===== src/ara_cfg_pkg.sv =====
//////////////////////////////////////////////////
// Vector accelerator configuration
// Lane count, element width and register count
// FIFO depths and the basic element and index types
//////////////////////////////////////////////////

package ara_cfg_pkg;

  // Machine shape
  localparam int unsigned NrLanes   = 4;
  localparam int unsigned ElenWidth = 32;
  localparam int unsigned NrVRegs   = 8;

  // Queue depths
  localparam int unsigned InsnFifoDepth = 4;
  localparam int unsigned ResFifoDepth  = 2;

  // One element per lane per vector register
  typedef logic [ElenWidth-1:0] elen_t;

  // Index types
  typedef logic [$clog2(NrVRegs)-1:0] vreg_idx_t;
  typedef logic [$clog2(NrLanes)-1:0] lane_idx_t;

endpackage : ara_cfg_pkg


===== src/ara_insn_pkg.sv =====
//////////////////////////////////////////////////
// Vector instruction encoding
// Opcode enum, instruction struct, response struct
// and the reduction decode shared by sequencer and lanes
//////////////////////////////////////////////////

package ara_insn_pkg;

  import ara_cfg_pkg::*;

  //////////////////////////////////////////////////
  // Operations
  //////////////////////////////////////////////////

  typedef enum logic [2:0] {
    VMV_VX,     // Splat of a scalar
    VID_V,      // Element index
    VADD_VX,    // Vector plus scalar
    VADD_VV,    // Vector plus vector
    VXOR_VX,    // Vector xor scalar
    VREDSUM_VS  // Sum of all elements plus scalar
  } vop_e;

  //////////////////////////////////////////////////
  // Instruction and response
  //////////////////////////////////////////////////

  // 44 bits in total
  typedef struct packed {
    vop_e      op;
    vreg_idx_t vd;
    vreg_idx_t vs1;
    vreg_idx_t vs2;
    elen_t     scalar;
  } vinsn_t;

  // Scalar returned to the core
  typedef struct packed {
    elen_t result;
  } vres_t;

  // Reductions produce a scalar and leave the VRF alone
  function automatic logic is_reduction(vop_e op);
    return op == VREDSUM_VS;
  endfunction

endpackage : ara_insn_pkg


===== src/ara_top.sv =====
//////////////////////////////////////////////////
// Vector accelerator top level
// Dispatcher, instruction and result FIFOs,
// sequencer and the lane array
//////////////////////////////////////////////////

`timescale 1ns/10ps

module ara_top import ara_cfg_pkg::*, ara_insn_pkg::*; (
  input  logic   clk_i,
  input  logic   rst_n_i,
  // Core instruction channel
  input  logic   insn_req_i,
  input  vinsn_t insn_i,
  output logic   insn_ack_o,
  // Core response channel
  output logic   resp_req_o,
  output vres_t  resp_o,
  input  logic   resp_ack_i
);

  // Instruction path
  vinsn_t              insn_push_data;
  vinsn_t              insn_pop_data;
  logic                insn_push_valid;
  logic                insn_push_ready;
  logic                insn_pop_valid;
  logic                insn_pop_ready;
  // Result path
  vres_t               res_push_data;
  vres_t               res_pop_data;
  logic                res_push_valid;
  logic                res_push_ready;
  logic                res_pop_valid;
  logic                res_pop_ready;
  // Lane array
  vinsn_t              lane_cmd;
  logic                lane_issue;
  elen_t [NrLanes-1:0] lane_elem;

  //////////////////////////////////////////////////
  // Dispatcher
  //////////////////////////////////////////////////

  vec_dispatcher i_dispatcher (
    .clk_i            (clk_i          ),
    .rst_n_i          (rst_n_i        ),
    .insn_req_i       (insn_req_i     ),
    .insn_i           (insn_i         ),
    .insn_ack_o       (insn_ack_o     ),
    .resp_req_o       (resp_req_o     ),
    .resp_o           (resp_o         ),
    .resp_ack_i       (resp_ack_i     ),
    .insn_push_valid_o(insn_push_valid),
    .insn_push_data_o (insn_push_data ),
    .insn_push_ready_i(insn_push_ready),
    .res_pop_valid_i  (res_pop_valid  ),
    .res_pop_data_i   (res_pop_data   ),
    .res_pop_ready_o  (res_pop_ready  )
  );

  //////////////////////////////////////////////////
  // Queues
  //////////////////////////////////////////////////

  insn_fifo #(
    .payload_t(vinsn_t      ),
    .Depth    (InsnFifoDepth)
  ) i_insn_fifo (
    .clk_i       (clk_i          ),
    .rst_n_i     (rst_n_i        ),
    .push_valid_i(insn_push_valid),
    .push_data_i (insn_push_data ),
    .push_ready_o(insn_push_ready),
    .pop_valid_o (insn_pop_valid ),
    .pop_ready_i (insn_pop_ready ),
    .pop_data_o  (insn_pop_data  )
  );

  insn_fifo #(
    .payload_t(vres_t      ),
    .Depth    (ResFifoDepth)
  ) i_res_fifo (
    .clk_i       (clk_i         ),
    .rst_n_i     (rst_n_i       ),
    .push_valid_i(res_push_valid),
    .push_data_i (res_push_data ),
    .push_ready_o(res_push_ready),
    .pop_valid_o (res_pop_valid ),
    .pop_ready_i (res_pop_ready ),
    .pop_data_o  (res_pop_data  )
  );

  //////////////////////////////////////////////////
  // Sequencer and lanes
  //////////////////////////////////////////////////

  vec_sequencer i_sequencer (
    .clk_i           (clk_i         ),
    .rst_n_i         (rst_n_i       ),
    .insn_pop_valid_i(insn_pop_valid),
    .insn_pop_data_i (insn_pop_data ),
    .insn_pop_ready_o(insn_pop_ready),
    .lane_cmd_o      (lane_cmd      ),
    .lane_issue_o    (lane_issue    ),
    .lane_elem_i     (lane_elem     ),
    .res_push_valid_o(res_push_valid),
    .res_push_data_o (res_push_data ),
    .res_push_ready_i(res_push_ready)
  );

  for (genvar gi = 0; gi < NrLanes; gi++) begin : gen_lanes
    vec_lane i_lane (
      .clk_i    (clk_i          ),
      .rst_n_i  (rst_n_i        ),
      .lane_id_i(lane_idx_t'(gi)),
      .cmd_i    (lane_cmd       ),
      .issue_i  (lane_issue     ),
      .elem_o   (lane_elem[gi]  )
    );
  end : gen_lanes

endmodule : ara_top


===== src/insn_fifo.sv =====
//////////////////////////////////////////////////
// Circular buffer FIFO
// Valid/ready push and pop, payload set by a type
// parameter, head entry shown combinationally
//////////////////////////////////////////////////

`timescale 1ns/10ps

module insn_fifo #(
  parameter type         payload_t = logic,
  parameter int unsigned Depth     = 2
) (
  input  logic     clk_i,
  input  logic     rst_n_i,
  // Push side
  input  logic     push_valid_i,
  input  payload_t push_data_i,
  output logic     push_ready_o,
  // Pop side
  output logic     pop_valid_o,
  input  logic     pop_ready_i,
  output payload_t pop_data_o
);

  typedef logic [$clog2(Depth)-1:0]   ptr_t;
  typedef logic [$clog2(Depth+1)-1:0] cnt_t;

  payload_t mem_q [Depth];
  ptr_t     wr_ptr_q;
  ptr_t     rd_ptr_q;
  cnt_t     count_q;
  logic     push;
  logic     pop;

  // Pointer advance with wrap at Depth
  function automatic ptr_t next_ptr(ptr_t ptr);
    return (ptr == ptr_t'(Depth - 1)) ? '0 : ptr + ptr_t'(1);
  endfunction

  assign push_ready_o = (count_q != cnt_t'(Depth));
  assign pop_valid_o  = (count_q != '0);
  assign pop_data_o   = mem_q[rd_ptr_q];

  assign push = push_valid_i && push_ready_o;
  assign pop  = pop_valid_o && pop_ready_i;

  always_ff @(posedge clk_i or negedge rst_n_i) begin
    if (!rst_n_i) begin
      wr_ptr_q <= '0;
      rd_ptr_q <= '0;
      count_q  <= '0;
    end else begin
      if (push) begin
        wr_ptr_q <= next_ptr(wr_ptr_q);
      end
      if (pop) begin
        rd_ptr_q <= next_ptr(rd_ptr_q);
      end
      // Occupancy only moves when exactly one side fires
      case ({push, pop})
        2'b10:   count_q <= count_q + cnt_t'(1);
        2'b01:   count_q <= count_q - cnt_t'(1);
        default: count_q <= count_q;
      endcase
    end
  end

  // Storage
  always_ff @(posedge clk_i) begin
    if (push) begin
      mem_q[wr_ptr_q] <= push_data_i;
    end
  end

  assert property (@(posedge clk_i) disable iff (!rst_n_i)
    count_q <= cnt_t'(Depth))
    else $error("FIFO occupancy above its depth");

endmodule : insn_fifo


===== src/vec_dispatcher.sv =====
//////////////////////////////////////////////////
// Core-side dispatcher
// Four-phase instruction channel into the insn FIFO
// Four-phase response channel out of the result FIFO
//////////////////////////////////////////////////

`timescale 1ns/10ps

module vec_dispatcher import ara_insn_pkg::*; (
  input  logic   clk_i,
  input  logic   rst_n_i,
  // Core instruction channel
  input  logic   insn_req_i,
  input  vinsn_t insn_i,
  output logic   insn_ack_o,
  // Core response channel
  output logic   resp_req_o,
  output vres_t  resp_o,
  input  logic   resp_ack_i,
  // Instruction FIFO push side
  output logic   insn_push_valid_o,
  output vinsn_t insn_push_data_o,
  input  logic   insn_push_ready_i,
  // Result FIFO pop side
  input  logic   res_pop_valid_i,
  input  vres_t  res_pop_data_i,
  output logic   res_pop_ready_o
);

  typedef enum logic {INSN_IDLE, INSN_ACK} insn_state_e;
  typedef enum logic [1:0] {RESP_IDLE, RESP_SETUP, RESP_REQ, RESP_DROP} resp_state_e;

  insn_state_e insn_state_q, insn_state_d;
  resp_state_e resp_state_q, resp_state_d;
  vres_t       resp_q;

  //////////////////////////////////////////////////
  // Instruction handshake
  //////////////////////////////////////////////////

  // One push per request, then hold ack until req drops
  assign insn_push_valid_o = (insn_state_q == INSN_IDLE) && insn_req_i;
  assign insn_push_data_o  = insn_i;
  assign insn_ack_o        = (insn_state_q == INSN_ACK);

  always_comb begin
    insn_state_d = insn_state_q;
    case (insn_state_q)
      INSN_IDLE: begin
        if (insn_req_i && insn_push_ready_i) begin
          insn_state_d = INSN_ACK;
        end
      end
      INSN_ACK: begin
        if (!insn_req_i) begin
          insn_state_d = INSN_IDLE;
        end
      end
      default: insn_state_d = INSN_IDLE;
    endcase
  end

  //////////////////////////////////////////////////
  // Response handshake
  //////////////////////////////////////////////////

  // Data sits on resp_o for a setup cycle before req rises
  assign res_pop_ready_o = (resp_state_q == RESP_IDLE);
  assign resp_req_o      = (resp_state_q == RESP_REQ);
  assign resp_o          = resp_q;

  always_comb begin
    resp_state_d = resp_state_q;
    case (resp_state_q)
      RESP_IDLE: begin
        if (res_pop_valid_i) begin
          resp_state_d = RESP_SETUP;
        end
      end
      RESP_SETUP: resp_state_d = RESP_REQ;
      RESP_REQ: begin
        if (resp_ack_i) begin
          resp_state_d = RESP_DROP;
        end
      end
      // Wait for the core to release ack before the next pop
      RESP_DROP: begin
        if (!resp_ack_i) begin
          resp_state_d = RESP_IDLE;
        end
      end
      default: resp_state_d = RESP_IDLE;
    endcase
  end

  always_ff @(posedge clk_i or negedge rst_n_i) begin
    if (!rst_n_i) begin
      insn_state_q <= INSN_IDLE;
      resp_state_q <= RESP_IDLE;
    end else begin
      insn_state_q <= insn_state_d;
      resp_state_q <= resp_state_d;
    end
  end

  // Holding register for the popped result
  always_ff @(posedge clk_i) begin
    if (res_pop_valid_i && res_pop_ready_o) begin
      resp_q <= res_pop_data_i;
    end
  end

  // Ack may only answer a pending request
  assert property (@(posedge clk_i) disable iff (!rst_n_i)
    $rose(insn_ack_o) |-> $past(insn_req_i))
    else $error("insn_ack_o rose while insn_req_i was low");

  // Response payload held for the whole request phase
  assert property (@(posedge clk_i) disable iff (!rst_n_i)
    resp_req_o |-> $stable(resp_o))
    else $error("resp_o changed while resp_req_o was high");

endmodule : vec_dispatcher


===== src/vec_lane.sv =====
//////////////////////////////////////////////////
// Vector lane
// One element of every vector register and the
// element ALU that writes it
//////////////////////////////////////////////////

`timescale 1ns/10ps

module vec_lane import ara_cfg_pkg::*, ara_insn_pkg::*; (
  input  logic      clk_i,
  input  logic      rst_n_i,
  input  lane_idx_t lane_id_i,
  // Broadcast from the sequencer
  input  vinsn_t    cmd_i,
  input  logic      issue_i,
  // vs2 element for reductions
  output elen_t     elem_o
);

  elen_t [NrVRegs-1:0] vrf_q;
  elen_t               vs1_elem;
  elen_t               vs2_elem;
  elen_t               alu_result;

  // Register file reads
  assign vs1_elem = vrf_q[cmd_i.vs1];
  assign vs2_elem = vrf_q[cmd_i.vs2];
  assign elem_o   = vs2_elem;

  //////////////////////////////////////////////////
  // Element ALU
  //////////////////////////////////////////////////

  always_comb begin
    case (cmd_i.op)
      VMV_VX:  alu_result = cmd_i.scalar;
      // One element per lane, so the element index is the lane id
      VID_V:   alu_result = elen_t'(lane_id_i);
      VADD_VX: alu_result = vs2_elem + cmd_i.scalar;
      VADD_VV: alu_result = vs1_elem + vs2_elem;
      VXOR_VX: alu_result = vs2_elem ^ cmd_i.scalar;
      default: alu_result = vs2_elem;
    endcase
  end

  //////////////////////////////////////////////////
  // Register file write
  //////////////////////////////////////////////////

  always_ff @(posedge clk_i or negedge rst_n_i) begin
    if (!rst_n_i) begin
      vrf_q <= '0;
    end else if (issue_i && !is_reduction(cmd_i.op)) begin
      vrf_q[cmd_i.vd] <= alu_result;
    end
  end

endmodule : vec_lane


===== src/vec_sequencer.sv =====
//////////////////////////////////////////////////
// Vector sequencer
// Issues the head instruction to all lanes and
// forms the sum of a reduction for the result FIFO
//////////////////////////////////////////////////

`timescale 1ns/10ps

module vec_sequencer import ara_cfg_pkg::*, ara_insn_pkg::*; (
  input  logic                clk_i,
  input  logic                rst_n_i,
  // Instruction FIFO pop side
  input  logic                insn_pop_valid_i,
  input  vinsn_t              insn_pop_data_i,
  output logic                insn_pop_ready_o,
  // Lane array
  output vinsn_t              lane_cmd_o,
  output logic                lane_issue_o,
  input  elen_t [NrLanes-1:0] lane_elem_i,
  // Result FIFO push side
  output logic                res_push_valid_o,
  output vres_t               res_push_data_o,
  input  logic                res_push_ready_i
);

  logic  head_is_red;
  elen_t red_sum;

  //////////////////////////////////////////////////
  // Issue
  //////////////////////////////////////////////////

  assign head_is_red = is_reduction(insn_pop_data_i.op);

  // Element ops always go, a reduction waits for room in the result FIFO
  assign insn_pop_ready_o = !head_is_red || res_push_ready_i;

  // Every op finishes in one cycle and in order,
  // so a pop is an issue
  assign lane_issue_o = insn_pop_valid_i && insn_pop_ready_o;
  assign lane_cmd_o   = insn_pop_data_i;

  //////////////////////////////////////////////////
  // Reduction
  //////////////////////////////////////////////////

  // Scalar plus the vs2 element of every lane, wraps modulo 2^32
  always_comb begin
    red_sum = insn_pop_data_i.scalar;
    for (int unsigned l = 0; l < NrLanes; l++) begin
      red_sum = red_sum + lane_elem_i[l];
    end
  end

  // Push and pop fire on the same edge
  assign res_push_valid_o = insn_pop_valid_i && head_is_red;
  assign res_push_data_o  = '{result: red_sum};

  assert property (@(posedge clk_i) disable iff (!rst_n_i)
    lane_issue_o |-> insn_pop_valid_i)
    else $error("Lane issue without a valid instruction at the FIFO head");

endmodule : vec_sequencer

===== config.mk =====
export PLATFORM = sky130hd
export DESIGN_NAME = ara_top
export DESIGN_NICKNAME = d
export VERILOG_FILES = /design/src/ara_cfg_pkg.sv /design/src/ara_insn_pkg.sv /design/src/ara_top.sv /design/src/insn_fifo.sv /design/src/vec_dispatcher.sv /design/src/vec_lane.sv /design/src/vec_sequencer.sv
export SDC_FILE = /design/constraint.sdc
export NUM_CORES = 2
export LEC_CHECK = 0
export ABC_AREA = 1
export BUFFER_PORTS_ARGS = -buffer_cell sky130_fd_sc_hd__buf_2
export CELL_PAD_IN_SITES_DETAIL_PLACEMENT = 1
export CELL_PAD_IN_SITES_GLOBAL_PLACEMENT = 1
export CORE_MARGIN = 2
export CORE_UTILIZATION = 40
export CTS_CLUSTER_SIZE = 20
export DETAILED_ROUTE_END_ITERATION = 7
export PLACE_DENSITY = 0.72
export SYNTH_ARGS = -nofsm -noshare
export SYNTH_HDL_FRONTEND = slang
export SYNTH_SLANG_ARGS = --single-unit

===== constraint.sdc =====
create_clock -name clk_i -period 15.85 [get_ports clk_i]
set_input_delay 1.585 -clock clk_i [delete_from_list [all_inputs] [get_ports clk_i]]
set_output_delay 1.585 -clock clk_i [all_outputs]
set_load 0.01 [all_outputs]

* Word level (Yosys, flattened, before mapping)
Memories as Yosys holds them, arrays and structs flattened. A register that Yosys moved wholly into a read port is not among the register bits. Cells that the tools add are included.
Storage, ports and cells: RAM bits 240, bits of input ports 48, register bits 1038, logic and storage cells 150, memories kept 2
Cells by class: reductions and logical operators 18, $add $sub $neg 19, muxes and demuxes 43, eq/ne operators 19, bitwise logic cells 5, $lt $le $gt $ge 4
Memory list:
- i_insn_fifo.mem_q | words 4, width 44, read ports 1, clocked after Yosys merged registers in 0, write ports 1, RTL line insn_fifo.sv:28 | payload_t mem_q [Depth];
- i_res_fifo.mem_q | words 2, width 32, read ports 1, clocked after Yosys merged registers in 1, write ports 1, RTL line insn_fifo.sv:28
Operators with widths (number):
- 256-bit bitwise mux | 4
- 32-bit binary-select mux with 3-bit select | 8
- 32-bit case mux with 5 select lines | 4
- 32-bit adder | 11
- 32-bit 2-to-1 mux | 9
- 32-bit XOR | 4
- 32-bit demux with 3-bit select | 1
- 2-bit equality test (second input constant) | 6
- 3-bit by 4-bit less-than comparator with 1-bit output (second input constant) | 3
- 2-bit 2-to-1 mux | 5
- 1-bit logical AND | 9
- 1-bit 2-to-1 mux | 8
- 2-bit case mux with 4 select lines | 1
- 2-bit by 1-bit adder with 2-bit output (second input constant) | 3
- 2-bit by 1-bit equality test with 1-bit output (second input constant) | 3
- 3-bit by 2-bit equality test with 1-bit output (second input constant) | 2
- 3-bit equality test (second input constant) | 2
- 3-bit case mux with 2 select lines | 1
- 2-bit nonzero test | 3
- 2-bit by 1-bit != test with 1-bit output (second input constant) | 2
- 2-bit != test (second input constant) | 2
- 2-bit case mux with 2 select lines | 1
- 3-bit by 1-bit adder with 3-bit output (second input constant) | 1
- 3-bit by 1-bit equality test with 1-bit output (second input constant) | 1
- 13 further kinds | 14

* Logic depth before layout (Yosys ltp)
An unclocked memory read counts as a cell.
word-level depth 7, mapped depth 42, depth with buffers taken out 38

* By module
A second synthesis with hierarchy kept.
Second synthesis, totals: cells, all modules 12769, area total of the unflattened synthesis 90596.9 um^2
By module, submodules not included:
- vec_lane (gen_lanes[1].i_lane ...) | area an instance 18237.5 um^2, instances 2, seq. area each 6406.1 um^2, cells an instance 2745
- vec_lane (gen_lanes[0].i_lane) | area an instance 18377.6 um^2, instances 1, seq. area each 6406.1 um^2, cells an instance 2741
- vec_lane (gen_lanes[3].i_lane) | area an instance 18335.1 um^2, instances 1, seq. area each 6406.1 um^2, cells an instance 2739
- insn_fifo (i_insn_fifo) | area an instance 7561.0 um^2, instances 1, seq. area each 5460.2 um^2, cells an instance 572
- vec_sequencer | area an instance 5709.2 um^2, instances 1, seq. area each 0.0 um^2, cells an instance 919
- insn_fifo (i_res_fifo) | area an instance 2598.7 um^2, instances 1, seq. area each 2021.9 um^2, cells an instance 197
- vec_dispatcher | area an instance 1532.7 um^2, instances 1, seq. area each 1036.0 um^2, cells an instance 109
- ara_top | area an instance 7.5 um^2, instances 1, seq. area each 0.0 um^2, cells an instance 2

* Worst setup path after synthesis
Ideal clock, no wire load.
kind register to register, start reg i_insn_fifo.rd_ptr_q[0], end mem i_res_fifo.mem_q[0][30] in the netlist's numbering, data pin, slack 9.847 ns, period minus slack after synthesis 6.003 ns, buffers on the path 3, stages on the path, launching flop included 38, arrival 5.747 ns, required time 15.594 ns, path through dfrtp_1 > buf_6 > inv_6 > nand2_1 > nand3_1 > nand2_2 > inv_2 > clkbuf_1 > buf_2 > o21ai_0 > a21oi_1 > o22ai_1 > ha_1 > fa_1 > nand2_1 > nand2_1 > nand2_1 > nand2_1 > [... 2 more ...] > a211o_1 > and2_1 > fa_1 > fa_1 > ha_1 > nand2_1 > inv_1 > nand2_1 > nor3_1 > nand4_1 > nand3_1 > nand2_1 > o211ai_1 > nand2_1 > inv_1 > o21ai_0 > nand3_1 > nand2_1
RTL lines:
- start: declaration | RTL line insn_fifo.sv:30 | ptr_t rd_ptr_q;
- start signal: assignment | RTL line insn_fifo.sv:57 | rd_ptr_q <= next_ptr(rd_ptr_q);
- end: declaration | RTL line insn_fifo.sv:28

==> flow_summary.toml <==
[worst_hold_path]
holdPathEnd = "gen_lanes[1].i_lane.vrf_q[113]"
type_of_the_most_critical_hold_path = "flip-flop to flip-flop"
hold_start = "gen_lanes[1].i_lane.vrf_q[113]"
hold_path_depth = 2

[sta]
setup_tns_ns = 0
timing.final.max_slew_violations = 0
setup_repair_after_global_routing_missed_its_margin = "false"
fin_ws_ns = 5.87
minimum_clock_period_ns = 9.98
holdWs_ns = 0.477
worst_slew_pin_slew_ns = 1.33
timing.fmax_mhz = 100
period_share_pct = 63.0
finalHoldViolations = 0
slew_headroom_pct = 11.0
setup_viol_count_final = 0
skew_ns = 0.0867

[logic_synthesis]
synth.distinct_cells = 63
avg_synthesized_cell_area_um2 = 7.19
ys_ff_latch = 1310
synth-warning-count = 0
gate_count_after_technology_mapping = 11984
synth.yosys.seq_area_share_pct = 39.6
yosys_most_used_dff = "dfrtp_1"
async_flop_share_pct = 79.2
synth_edf_count = 272
ys_top_cells_by_area = "dfrtp_1, nand2_1, nand3_1, edfxtp_1, a21oi_1"
synth.net_count = 12299
post_synth_instance_area_um2 = 86100
synth_top_area_share_pct = 30.2
yosysTopAreaCell = "dfrtp_1"

[routing]
drc = 0
vias = 90587
avgViaCountPerCell = 6.19
detail-route-antenna-nets = 0
initialDrtViolationCount = 9353
routed_wl_mm = 420
post_drt_wl_per_cell_um = 28.7
firstDrtPassIters = 7

[placement]
io_buffer_count = 81
globalplace.congestion = 1.03
detailedPlacementHpwl_mm = 278
place_worst_setup_slack_ns = 6.13

[global_route]
initial_antenna_violation_count = 21
globalRoute.totalOverflow = 0
grt_start_max_net_pins = 144
global_route.usage.met3_pct = 7.11
globalRouteMet1Util_pct = 49.6
grt_util_met2_pct = 58.4
top_usage_layer = "met2"
groute.usage.overall_pct = 37.7
grt_pass1_wl_mm = 615
number_of_global_route_vias_before_repair = 91962

[clock_tree]
cts_max_level = 4
cts.reportedPaths.clkPinSlew_ns = 0.06
post-cts-setup-buffer-count = 0
cts_buffers = 159
cts_root_buf = "clkbuf_16"
cts_hold_buf = 0
postCtsResizedCells = 0
clock_tree_from_tritoncts = "yes"
worst_skew_late_latency_ns = 0.89
clock_sinks = 1310
clock_path_buffers = 3

[critical_path]
worst-r2r-setup-slack_ns = 5.87
timing.rr.end = "i_res_fifo.mem_q[1][23]"
timing.rr.start = "i_insn_fifo.rd_ptr_q[0]"
reg2regPathDepth = 28
top_delay_family_on_crit_path = "buffers and inverters"
type_of_element_capturing_the_critical_path = "flip-flop"
path_buf_inv = 5
crit_slowest_cell = "buf_4"
worst_ep_arrival_time_ns = 10.56
largest_driver_fanout_on_the_critical_path = 105
worst-endpoint-required_ns = 16.42
startpoint_type = "flip-flop"
crit_top_cell = "nand2_1"
path_class = "flip-flop to flip-flop"
cp_max_stage_delay_ns = 0.86

[job]
max_cap_violations = 0

[floorplan]
floorplan.initialDensity_pct = 40.2
die_area_um2 = 219000
i_o_pin_count = 82
placement_rows = 170
die_w_um = 468
die_y_um = 468
floorplan_core_area_um2 = 214000

[cells_and_area]
area.growth.synth_to_final_pct = 8.67
final_layout_size_suffix_gt1_share_pct = 6.79
fin_util_pct = 43.7
num-nets-final = 11985
num-fill-cells = 26931

[run_status]
run_status = "complete, no violations"
## flip-flops by register name, summed over array words and instances, names as in the netlist
name / count
gen_lanes.i_lane.vrf_q: 1024
i_dispatcher.insn_ack_o: 1
i_dispatcher.resp_o: 32
i_dispatcher.resp_state_q: 2
i_insn_fifo.count_q: 3
i_insn_fifo.mem_q: 176
i_insn_fifo.rd_ptr_q: 2
i_insn_fifo.wr_ptr_q: 2
i_res_fifo.count_q: 2
i_res_fifo.mem_q: 64
i_res_fifo.rd_ptr_q: 1
i_res_fifo.wr_ptr_q: 1
## layout make-up
type	count	area [µm²]	share of cell area, %
antenna	7	17.5	0.0187
inverter	756	2930	3.13
clock buffer	230	4550	4.86
timing repair buffer	250	1810	1.93
tap	2838	3550	3.79
multi-input combinational	9193	45800	48.9
sequential	1310	34100	36.5
clock inverter	61	822	0.878
## cell families after synthesis
family,synth area share (%)
xor+xnor,0.590
compound gates,14.1
simple gates,33.8
flops,39.6
fa+ha+maj,4.47
buf+inv,7.39
## layout by cell type, fill, tap and decap left out, types with 41 or more instances in the layout
cell type,netlist,routed
fa_1,68,68
edfxtp_1,272,272
a21oi_1,676,675
inv_1,724,723
buf_4,49,159
nor2_1,266,259
ha_1,199,199
buf_2,313,80
o221ai_1,93,93
clkbuf_1,273,41
o21ai_0,596,596
or2_2,53,53
dfrtp_1,1038,1037
nand3_2,100,100
nand3_1,1929,1929
o21ai_1,243,243
o22ai_1,65,65
clkbuf_16,0,159
nand2_1,4315,4314
o211ai_1,192,192
## worst max-delay path by stage
stage | from | endpoint | cells past startpoint
after floorplan | i_insn_fifo.rd_ptr_q[0] | i_res_fifo.mem_q[0][30] | 37
after global placement | i_insn_fifo.rd_ptr_q[0] | i_res_fifo.mem_q[0][30] | 29
after detailed placement | i_insn_fifo.rd_ptr_q[0] | i_res_fifo.mem_q[1][30] | 35
after CTS | i_insn_fifo.rd_ptr_q[0] | i_res_fifo.mem_q[0][30] | 35
after global routing | i_insn_fifo.rd_ptr_q[0] | i_res_fifo.mem_q[0][30] | 35
final | i_insn_fifo.rd_ptr_q[0] | i_res_fifo.mem_q[1][23] | 28
## synthesized netlist by cell type (19+ instances only)
| cell | instances |
|---|---|
| a31oi_1 | 19 |
| or2_2 | 53 |
| o21bai_1 | 34 |
| fa_1 | 68 |
| o22ai_1 | 65 |
| nor3_1 | 24 |
| o21ai_0 | 596 |
| a21o_1 | 23 |
| inv_2 | 29 |
| o21ai_1 | 243 |
| nand4_1 | 37 |
| nand3_2 | 100 |
| a21boi_0 | 21 |
| buf_2 | 313 |
| buf_1 | 60 |
| xnor2_1 | 19 |
| nor2_1 | 266 |
| ha_1 | 199 |
| buf_4 | 49 |
| o211ai_1 | 192 |
| a21oi_1 | 676 |
| buf_6 | 29 |
| o21ai_2 | 23 |
| clkbuf_1 | 273 |
| edfxtp_1 | 272 |
| a32oi_2 | 32 |
| o221ai_1 | 93 |
| nand2_1 | 4315 |
| nand3_1 | 1929 |
| inv_1 | 724 |
| dfrtp_1 | 1038 |
| xor2_1 | 39 |
## layer usage
metal	routed length, µm	part of all wire [%]	vias to the layer above
met2	185000	44	4266
met5	140	0.033	-
met3	35900	8.6	1151
met1	173000	41	45616
met4	25700	6.1	22
li1	-	-	39532
## tightest hold or removal path: stages (launching register included)
cell and delay [ns]:
dfrtp_1 0.34, nand2_1 0.06, nand2_1 0.05
## metrics by stage
stage | instances | cell area, µm²
after floorplan | 11984 | 86100
after global placement | 14347 | 88200
after detailed placement | 14347 | 88200
after CTS | 14638 | 93600
after global routing | 14643 | 93600
final | 14645 | 93600
Power is not shown: default switching activity piles up to over one toggle a cycle in this logic, so the estimate is an artifact.
